[config.mk]
export PLATFORM = sky130hd
export DESIGN_NAME = cw_power_ctrl
export DESIGN_NICKNAME = d
export VERILOG_FILES = /design/src/cw_io_pkg.sv /design/src/cw_power_ctrl.sv
export SDC_FILE = /design/constraint.sdc
export NUM_CORES = 1
export LEC_CHECK = 0
export BUFFER_PORTS_ARGS = -buffer_cell sky130_fd_sc_hd__buf_4
export CORE_MARGIN = 2
export CORE_UTILIZATION = 50
export CTS_CLUSTER_SIZE = 12
export DETAILED_ROUTE_END_ITERATION = 16
export GPL_ROUTABILITY_DRIVEN = 0
export GPL_TIMING_DRIVEN = 0
export MAX_ROUTING_LAYER = met4
export PLACE_DENSITY_LB_ADDON = 0.15
export SLEW_MARGIN = 20
export SYNTH_ARGS = -nofsm -noshare
export SYNTH_HDL_FRONTEND = slang
export SYNTH_SLANG_ARGS = --single-unit
export TNS_END_PERCENT = 1
[constraint.sdc]
create_clock -name clk_usb -period 1.95 [get_ports clk_usb]
set_clock_uncertainty 0.15 [all_clocks]
set_input_delay 0.0975 -clock clk_usb [delete_from_list [all_inputs] [get_ports clk_usb]]
set_output_delay 0.0975 -clock clk_usb [all_outputs]
set_load 0.02 [all_outputs]
[src/cw_io_pkg.sv]
`default_nettype none

package cw_io_pkg;

   // Register bus widths
   typedef logic [7:0] reg_addr_t;
   typedef logic [7:0] reg_data_t;
   localparam int BYTECNT_W = 7;
   typedef logic [BYTECNT_W-1:0] bytecnt_t;

   // Register map
   localparam reg_addr_t ADDR_EXTCLK  = 8'h26;
   localparam reg_addr_t ADDR_TRIGSRC = 8'h27;
   localparam reg_addr_t ADDR_TRIGMOD = 8'h28;
   localparam reg_addr_t ADDR_IOROUTE = 8'h37;
   localparam reg_addr_t ADDR_IOREAD  = 8'h3B;

   localparam reg_data_t RST_EXTCLK  = 8'h03; // HS1 as clock source
   localparam reg_data_t RST_TRIGSRC = 8'h20; // IO4 enabled, OR mode
   localparam reg_data_t RST_TRIGMOD = 8'h00;
   localparam logic [63:0] RST_IOROUTE = 64'h0000_0000_0000_0201; // GPIO1 TX, GPIO2 RX

   localparam int IOROUTE_BYTES = 8;
   localparam int IOROUTE_IDX_W = $clog2(IOROUTE_BYTES);

   // Target pads
   localparam int NUM_PADS = 4;
   localparam int PAD_OC   = 2;     // GPIO3 has the open-collector modes

   // Soft start, short enough for simulation
   localparam int PWM_PERIOD_W   = 6;  // 64-cycle period
   localparam int PWM_OFF_CYCLES = 44;
   localparam int SOFT_STEPS     = 16;
   localparam int STEP_W         = $clog2(SOFT_STEPS + 1);

   typedef enum logic [1:0] {COMB_OR, COMB_AND, COMB_NAND, COMB_OFF} trig_combine_e;
   typedef enum logic [2:0] {TMOD_EDGE, TMOD_ADVIO, TMOD_SAD, TMOD_DECODED} trig_module_e;
   typedef enum logic [2:0] {EXT_AUX = 3'd0, EXT_HS1 = 3'd3} extclk_src_e;
   typedef enum logic [1:0] {PWR_OFF, PWR_RAMP, PWR_ON} power_state_e;

   typedef struct packed {
      logic        rsvd;
      logic        rear_en;         // Rear clock output on
      logic        rear_src_glitch; // 1 = glitch clock, 0 = PLL
      logic [1:0]  fp_mode;         // Front panel, stored only
      extclk_src_e extclk_sel;
   } clk_cfg_t;

   typedef struct packed {
      trig_combine_e combine;
      logic          en_io4;
      logic          en_io3;
      logic          en_io2;
      logic          en_io1;
      logic          en_nrst;
      logic          rsvd_src;   // Front panel line, not routed here
      logic [3:0]    rsvd_mod;
      logic          fp_out;
      trig_module_e  trig_mod;
   } trig_cfg_t;

   typedef struct packed {
      logic gpio_en;
      logic gpio_val;
      logic txo;   // Open-collector TX
      logic usoc;  // Open-collector USI out
      logic usii;
      logic usio;
      logic rx;
      logic tx;
   } gpio_cfg_t;

   typedef struct packed {
      logic [1:0] rsvd_pin;
      logic       pdic_val;
      logic       pdic_en;
      logic       pdid_val;
      logic       pdid_en;
      logic       nrst_val;
      logic       nrst_en;
      logic [4:0] rsvd_misc;
      logic       avr_en;
      logic       glitch_b;
      logic       glitch_a;
      gpio_cfg_t [NUM_PADS-1:0] gpio;
   } io_cfg_t;

   typedef struct packed {
      logic off;
      logic fast;
   } power_cfg_t;

endpackage

`default_nettype wire

[src/cw_power_ctrl.sv]
`timescale 1ns/1ps
`default_nettype none

module cw_power_ctrl (
   input  wire                    clk_usb,
   input  wire                    reset,
   input  cw_io_pkg::power_cfg_t  power_cfg_i,
   output logic                   targetpower_off_o,
   output logic                   pads_highz_o
);

   logic                               off_q1;    // First stage
   logic                               off_q2;    // Delayed copy for edge detect
   logic                               off_fall;  // Power switched back on
   logic [cw_io_pkg::PWM_PERIOD_W-1:0] pwm_cnt;
   logic [cw_io_pkg::STEP_W-1:0]       step_cnt;  // Periods into the ramp
   logic                               pwm_off;
   cw_io_pkg::power_state_e            state;

   always_ff @(posedge clk_usb) begin
      if (reset) begin
         off_q1 <= 1'b0;
         off_q2 <= 1'b0;
      end else begin
         off_q1 <= power_cfg_i.off;
         off_q2 <= off_q1;
      end
   end

   assign off_fall = off_q2 & ~off_q1;

   // Free-running PWM timebase
   always_ff @(posedge clk_usb) begin
      if (reset) begin
         pwm_cnt <= '0;
      end else begin
         pwm_cnt <= pwm_cnt + 1'b1;
      end
   end

   assign pwm_off = (pwm_cnt < cw_io_pkg::PWM_PERIOD_W'(cw_io_pkg::PWM_OFF_CYCLES));

   // Soft-start sequencing
   always_ff @(posedge clk_usb) begin
      if (reset) begin
         state    <= cw_io_pkg::PWR_ON;
         step_cnt <= '0;
      end else begin
         case (state)
            cw_io_pkg::PWR_OFF: begin
               step_cnt <= '0;
               if (off_fall) begin
                  state <= power_cfg_i.fast ? cw_io_pkg::PWR_ON : cw_io_pkg::PWR_RAMP;
               end
            end
            cw_io_pkg::PWR_RAMP: begin
               if (off_q1) begin
                  state <= cw_io_pkg::PWR_OFF;   // Abort ramp
               end else if (pwm_cnt == '0) begin
                  if (step_cnt == cw_io_pkg::STEP_W'(cw_io_pkg::SOFT_STEPS - 1)) begin
                     state <= cw_io_pkg::PWR_ON;
                  end
                  step_cnt <= step_cnt + 1'b1;
               end
            end
            default: begin
               if (off_q1) begin
                  state <= cw_io_pkg::PWR_OFF;
               end
            end
         endcase
      end
   end

   // Off immediately, PWM only while ramping in slow mode
   assign targetpower_off_o = off_q1 |
                              ((state == cw_io_pkg::PWR_RAMP) & ~power_cfg_i.fast & pwm_off);
   assign pads_highz_o      = off_q1;

endmodule

`default_nettype wire

==> flow_metrics.tcl, run 1 <==
set metrics [dict create \
    p_seq_frac 0.555 \
    synth_cell_types 33 \
    place.detailed.hpwl_mm 1.02 \
    clkPwrFrac 0.309 \
    placementRows 13 \
    max_stage_delay_ns 0.49 \
    io_pins 6 \
    setup_viol_count_final 0 \
    routedWlPerCell_um 12.3 \
    grt_max_degree 11 \
    die_x_um 42.6 \
    p_int_uw 433 \
    ctsRootBufferMaster "clkbuf_4" \
    cts_max_level 1 \
    fp.dieH_um 42.6 \
    critPathTopFamily "simple AND/OR/NAND/NOR gates" \
    clk_pin_slew_ns 0.09 \
    p_sw_uw 151 \
    synth-seq-cells 15 \
    die_area_um2 1810 \
    num_antenna_cells 0 \
    final_nets 109 \
    synth_seq_area_share 0.403 \
    final_common_cell "dfxtp_1" \
    crit_path_start_kind "flip-flop" \
    required_ns 2.03 \
    cts.sinks 15 \
    first_pass_iters 4 \
    peakVddDrop_v 0.000466 \
    cap_violations 0 \
    hold_path.class "flip-flop to flip-flop" \
    finalSetupTns_ns 0 \
    tightestPinTransition_ns 0.828 \
    synth_flop_cell "dfxtp_1" \
    synth_fp_nets 94 \
    finalCritPeriodShare 0.978 \
    synth_area_leader_cell "dfxtp_1" \
    cpMostUsedCell "or4_1" \
    drc 0 \
    slowest_stage "or4_1" \
    syn-cell-area_um2 744 \
    setup.worst_path.class "flip-flop to flip-flop" \
    slew_viol_final 0 \
    critPathCaptureType "flip-flop" \
    p_leak_uw 0.000341 \
    finalCriticalPeriod_ns 1.91 \
    async_flop_share 0 \
    cp.arrival_ns 1.99 \
    p_sw_frac 0.259 \
    clock_latency_ns 0.29 \
    cts_max_path_buffers 2 \
    fmaxAchievable_mhz 524 \
    crit_buf_inv 2 \
    worstPathCellList "buf_6 -> or4_1 -> clkbuf_8 -> or4_1 -> a21boi_1" \
    cts_tree "yes" \
    hold_viol 0 \
    grt_first_pass_wirelength_mm 2.47 \
    drive_gt1_frac 0.160 \
    core-area_um2 1350 \
    synth_edf_count 0 \
    drt_iter0_drc 9 \
    powerDensity_nw_per_um2 659 \
    synthCells 86 \
    comb_power_share 0.137 \
    syn2layout_area_growth_pct 19.0 \
    grtUsageTotal 0.191 \
    antenna_found_initial 0 \
    portBuffers 5 \
    setup_slack_ns 0.0431 \
    routed-via-count 635 \
    avgSynthCellArea_um2 8.66 \
    start_util 0.551 \
    status "finished clean" \
    ys_top_cells_by_area "dfxtp_1, ha_1, nand3_1" \
    place_ws_ns 0.00565 \
    ant_nets 0 \
    grt_pass1_vias 591 \
    grt_overflow 0 \
    routed_wl_mm 1.42 \
    vias_per_cell 5.52 \
    cp_max_fo 9 \
    total_power_uw 583 \
    synth_top_area_frac 0.403 \
    numCtsBuffers 3 \
    grt_setup_unrepaired "true" \
    ys_warn_count 0 \
    final_cell_mix "dfxtp_1, nand2_1, nor2_1, buf_4" \
    relSlewSlack 0.443 \
]
state kept, by name, summed over array words and instances, names as in the netlist:
| name | flops |
|---|---|
| pads_highz_o | 1 |
| off_q2 | 1 |
| pwm_cnt | 6 |
| step_cnt | 5 |
| state | 2 |
power by group through the flow:
stage	clock [uW]	sequential, uW	combinational [uW]
CTS	188	323	77.8
finish	180	324	79.8
detailed placement	0	330	65.7
floorplan	0	330	44.2
global route	202	325	86.7
global placement	0	330	65.0
timing repair:
action | CTS | global route
endpoints found under the hold margin | 4 | 0
endpoints found under the setup margin | 1 | 2
hold buffers | 3 | 0
pin swaps | 2 | 0
buffers inserted | 2 | 0
resized for setup | 2 | 2
cloned | 0 | 0
path summary, 6_finish.rpt:
check | startpoint | end | slack, ns | cells past startpoint
min | pwm_cnt[0] | pwm_cnt[0] | 0.32 | 1
max | state[1] | step_cnt[3] | 0.04 | 5
min reg2reg | pwm_cnt[0] | pwm_cnt[0] | 0.32 | 1
max reg2reg | state[1] | step_cnt[3] | 0.04 | 5
cell usage after synthesis (3+ instances only):
library cell   n
nor2_1         7
nand3_1        6
ha_1           4
a21oi_1        4
nand2_1        8
dfxtp_1       15
inv_1          6
nor2b_1        3
o211ai_1       3
layer usage:
| metal | vias up | share of wire | global-route usage |
|---|---|---|---|
| li1 | 335 | - | - |
| met1 | 291 | 0.49 | 0.233 |
| met4 | 0 | 0.020 | 0.106 |
| met3 | 5 | 0.025 | 0.0690 |
| met5 | - | 0 | - |
| met2 | 4 | 0.46 | 0.271 |
layout make-up:
type | instances | area (um2)
Fill cell | 126 | 464
Multi-Input combinational cell | 61 | 400
Sequential cell | 15 | 302
Timing Repair Buffer | 10 | 82.6
Buffer | 4 | 32.5
Clock buffer | 3 | 22.5
Inverter | 6 | 22.5
Tap cell | 15 | 18.8
Clock inverter | 1 | 5.00
metrics by stage:
stage | hold slack, ns | utilization | instances | area [um2]
final | 0.318 | 0.656 | 115 | 886
after global routing | 0.345 | 0.656 | 115 | 886
after CTS | 0.326 | 0.654 | 115 | 883
after detailed placement | 0.165 | 0.593 | 106 | 801
after global placement | 0.160 | 0.593 | 106 | 801
after floorplan | 0.0191 | - | 86 | 744
logic make-up (layout without fill, tap and decap cells):
| logic type | count (synthesis) | count (layout) | share of synthesized area |
|---|---|---|---|
| simple gates | 35 | 35 | 0.247 |
| compound gates | 18 | 18 | 0.171 |
| xor+xnor | 3 | 3 | 0.0353 |
| mux | 1 | 1 | 0.0134 |
| buf+inv | 10 | 24 | 0.0622 |
| flops | 15 | 15 | 0.403 |
| fa+ha+maj | 4 | 4 | 0.0672 |
(Power assumes the default switching activity.)
==> run 2: changes to the inputs <==
Settings changed: CAP_MARGIN from default to 20, SETUP_SLACK_MARGIN from default to 0.5.
==> flow_metrics.tcl, run 2 (synthesized netlist as in run 1, its figures left out) <==
set metrics [dict create \
    setup_viol_count_final 0 \
    ctsRootBufferMaster "clkbuf_4" \
    cp_max_fo 6 \
    grt_overflow 0 \
    largest_reg_flops 6 \
    critPathCaptureType "flip-flop" \
    die_area_um2 1810 \
    die_x_um 42.6 \
    hold_path.class "input port to flip-flop" \
    cp.arrival_ns 1.91 \
    grt_first_pass_wirelength_mm 2.56 \
    p_int_uw 449 \
    crit_path_start_kind "flip-flop" \
    place_ws_ns 0.134 \
    numCtsBuffers 3 \
    fp.dieH_um 42.6 \
    hold_viol 0 \
    final_nets 113 \
    relSlewSlack 0.617 \
    routed_wl_mm 1.65 \
    antenna_found_initial 0 \
    finalCriticalPeriod_ns 1.83 \
    start_util 0.551 \
    peakVddDrop_v 0.000694 \
    regMostFlops "pwm_cnt" \
    p_sw_uw 152 \
    placed_area_um2 803 \
    grt_pass1_vias 580 \
    syn2layout_area_growth_pct 28.2 \
    final_cell_mix "buf_4, dfxtp_1, nand2_1" \
    num_antenna_cells 0 \
    io_pins 6 \
    p_seq_frac 0.543 \
    first_pass_iters 4 \
    fillCellCount 117 \
    comb_power_share 0.163 \
    cts_max_path_buffers 2 \
    fin_area_um2 955 \
    reg2regPathDepth 5 \
    setup_slack_ns 0.119 \
    reg_top3 "pwm_cnt x6, step_cnt x5, state x2" \
    slew_viol_final 0 \
    ant_nets 0 \
    powerDensity_nw_per_um2 629 \
    grt_max_degree 11 \
    drive_gt1_frac 0.298 \
    p_sw_frac 0.253 \
    cts_tree "yes" \
    portBuffers 5 \
    clock_latency_ns 0.28 \
    vias_per_cell 5.46 \
    drc 0 \
    cap_violations 0 \
    status "finished clean" \
    placementRows 13 \
    min_path_cells 4 \
    tightestPinTransition_ns 0.574 \
    fmaxAchievable_mhz 546 \
    core-area_um2 1350 \
    p_leak_uw 0.000366 \
    setup.worst_path.class "flip-flop to flip-flop" \
    routed-via-count 650 \
    required_ns 2.03 \
    grtUsageTotal 0.194 \
    finalSetupTns_ns 0 \
    drt_iter0_drc 13 \
    clk_pin_slew_ns 0.08 \
    place.detailed.hpwl_mm 1.07 \
    routedWlPerCell_um 13.9 \
    cts_max_level 1 \
    clkPwrFrac 0.294 \
    finalCritPeriodShare 0.939 \
    cts.sinks 15 \
    grt_setup_unrepaired "true" \
]
run 2: changes by cell type in the layout (fill, tap and decap cells not counted), sizes merged:
cell	delta
buf	+5
clkinv	-1
run 2: power by group through the flow:
stage,Sequential (uW),Combinational [uW],Clock (uW)
after floorplan,330,45.7,0
after global placement,330,65.6,0
after detailed placement,331,67.9,0
after CTS,324,76.8,182
after global routing,327,108,196
final,326,98.1,177
run 2: metrics by stage:
stage | std cells | hold slack (ns) | total power, uW | util
3_3_place_gp | 106 | 0.167 | 396 | 0.595
2_1_floorplan | 86 | 0.0191 | 376 | -
4_1_cts | 114 | 0.0870 | 583 | 0.647
3_5_place_dp | 106 | 0.171 | 399 | 0.595
6_report | 119 | 0.0867 | 601 | 0.707
5_1_grt | 119 | 0.115 | 631 | 0.707
run 2: metal layers:
| metal | vias to the layer above | global-route usage | share of wire |
|---|---|---|---|
| li1 | 343 | - | - |
| met3 | 2 | 0.0776 | 0.038 |
| met5 | - | - | 0 |
| met2 | 12 | 0.283 | 0.49 |
| met1 | 293 | 0.248 | 0.47 |
| met4 | 0 | 0.0563 | 0.0073 |
run 2: layout make-up:
cell class,count,area [um2],area share
inverter,6,22.5,0.0236
clock buffer,4,26.3,0.0275
tap,15,18.8,0.0197
sequential,15,305,0.320
timing repair buffer,14,113,0.118
buffer,4,31.3,0.0328
multi-input combinational,61,438,0.459
run 2: path summary, 6_finish.rpt:
path / start / endpoint / slack [ns]
worst min register to register: off_q2 / state[0] / 0.33
worst min-delay path: power_cfg_i[0] / state[1] / 0.09
worst max register to register: state[1] / step_cnt[3] / 0.12
worst max-delay path: state[1] / step_cnt[3] / 0.12
run 2: critical path, stage by stage, from the launching register on:
cell and delay, ns:
dfxtp_2 0.33, buf_6 0.12, or4_4 0.48, buf_6 0.14, or4_4 0.41, a21boi_2 0.14
run 2: what timing repair did:
item	in CTS	in global routing
cloned	0	0
hold buffers	3	0
gates resized for setup	4	13
hold endpoints to repair	4	0
pin swaps	0	1
buffers inserted	1	5
endpoints found under the setup margin	8	9
==> run 3: changes to the inputs <==
Settings changed: BUFFER_PORTS_ARGS -buffer_cell sky130_fd_sc_hd__buf_4 to -buffer_cell sky130_fd_sc_hd__buf_2, CORE_UTILIZATION 50 to 55.
Clock period 1.95 ns to 2.1 ns, I/O delays scaled along.
==> flow_metrics.tcl, run 3 (synthesized netlist as in run 1, its figures left out) <==
set metrics [dict create \
    powerDensity_nw_per_um2 609 \
    setup.worst_path.class "flip-flop to flip-flop" \
    min_to "state[0]" \
    start_util 0.579 \
    regMostFlops "pwm_cnt" \
    grtUsageTotal 0.206 \
    finalCritPeriodShare 0.862 \
    core-area_um2 1280 \
    min_path_cells 2 \
    worstPathCellList "buf_6 -> or4_4 -> buf_6 -> or4_1 -> a21boi_1" \
    use_met2 0.328 \
    grt_overflow 0 \
    use_met3 0.0652 \
    cap_violations 0 \
    ant_nets 0 \
    max_stage_delay_ns 0.48 \
    hp-start "off_q2" \
    cts_max_path_buffers 2 \
    crit_path_start_kind "flip-flop" \
    drt_iter0_drc 11 \
    antenna_found_initial 0 \
    status "finished clean" \
    grt_pass1_vias 524 \
    fmaxAchievable_mhz 552 \
    routed_wl_mm 1.55 \
    fillCellCount 109 \
    critPathTopFamily "simple AND/OR/NAND/NOR gates" \
    grt_max_degree 11 \
    vias_per_cell 5.71 \
    final_cell_mix "dfxtp_1, nand2_1, nor2_1" \
    cts_tree "yes" \
    cp_max_fo 8 \
    slowest_stage "or4_4" \
    critPathCaptureType "flip-flop" \
    clk_pin_slew_ns 0.09 \
    cp.arrival_ns 1.89 \
    r2r-start "state[1]" \
    top_usage_layer "met2" \
    placementRows 13 \
    crit_buf_inv 2 \
    utilization 0.700 \
    hold_path.class "flip-flop to flip-flop" \
    relSlewSlack 0.608 \
    final_nets 111 \
    slew_viol_final 0 \
    portBuffers 5 \
    tightestPinTransition_ns 0.587 \
    multi_input_area_um2 413 \
    ctsRootBufferMaster "clkbuf_4" \
    seq_area_um2 303 \
    largest_reg_flops 6 \
    peakVddDrop_v 0.000405 \
    setup_viol_count_final 0 \
    numCtsBuffers 3 \
    cts_max_level 1 \
    cpMostUsedCell "buf_6" \
    routedWlPerCell_um 13.2 \
    fp.dieH_um 40.8 \
    final_common_cell "dfxtp_1" \
    clock_latency_ns 0.29 \
    grt_setup_unrepaired "true" \
    grt_first_pass_wirelength_mm 2.14 \
    drive_gt1_frac 0.216 \
    reg2regPathDepth 5 \
    total_power_uw 548 \
    place.detailed.hpwl_mm 1.01 \
    die_area_um2 1660 \
    hold_viol 0 \
    num_antenna_cells 0 \
    io_pins 6 \
    worst_r2r_endpoint "step_cnt[3]" \
    required_ns 2.18 \
    finalSetupTns_ns 0 \
    first_pass_iters 4 \
    finalCriticalPeriod_ns 1.81 \
    syn2layout_area_growth_pct 20.8 \
    p_leak_uw 0.000346 \
    reg2reg_slack_ns 0.29 \
    routed-via-count 668 \
    cts.sinks 15 \
    reg_top3 "pwm_cnt x6, step_cnt x5, state x2" \
    drc 0 \
    die_x_um 40.8 \
    use_met1 0.241 \
]
==> run 3: changes by cell type in the layout (fill, tap and decap cells not counted), moves of 2 or more <==
cell	previous run	this run
dfxtp_2	4	2
buf_4	11	4
inv_2	2	0
dfxtp_1	11	13
buf_2	0	5
inv_1	4	6
==> run 3: worst max path at each step <==
stage,startpoint,endpoint,cells after the start
after global placement,state[1],state[0],5
final,state[1],step_cnt[3],5
after global routing,pwm_cnt[1],step_cnt[3],5
after floorplan,state[1],step_cnt[3],5
after detailed placement,pwm_cnt[0],step_cnt[3],5
after CTS,state[1],step_cnt[3],5
==> run 3: through the flow <==
stage / hold slack [ns] / cells / area [um2] / setup WS (ns)
after floorplan: 0.0266 / 86 / 747 / 0.387
after global placement: 0.179 / 106 / 791 / 0.316
after detailed placement: 0.218 / 106 / 791 / 0.311
after CTS: 0.282 / 113 / 852 / 0.301
after global routing: 0.356 / 117 / 900 / 0.224
final: 0.329 / 117 / 900 / 0.289
==> run 3: area by class of cell <==
type,instances,area share
buffer,4,0.0348
clock buffer,4,0.0292
inverter,6,0.0250
multi-input combinational,61,0.459
sequential,15,0.337
tap,15,0.0209
timing repair buffer,12,0.0946
==> run 3: where the power goes <==
group	switching, uW	total (uW)	leakage [uW]	internal, uW
clock	95.1	169	0.0000150	73.8
sequential	8.21	301	0.000122	293
combinational	37.5	77.7	0.000209	40.2
==> run 3: worst reg2reg max path, stage by stage, from the launching register on <==
cell	delay [ns]
dfxtp_2	0.33
buf_6	0.13
or4_4	0.48
buf_6	0.14
or4_1	0.39
a21boi_1	0.14
==> run 3: per-layer routing <==
metal / vias to the layer above / share of wire
li1: 342 / -
met1: 309 / 0.45
met2: 15 / 0.50
met3: 2 / 0.043
met4: 0 / 0.011
met5: - / 0
==> run 3: what timing repair did <==
item,4_1_cts,5_1_grt
hold endpoints to repair,4,0
gates resized for setup,3,7
hold buffers,3,0
pin swaps,0,1
setup buffers,0,4
setup endpoints to repair,8,8
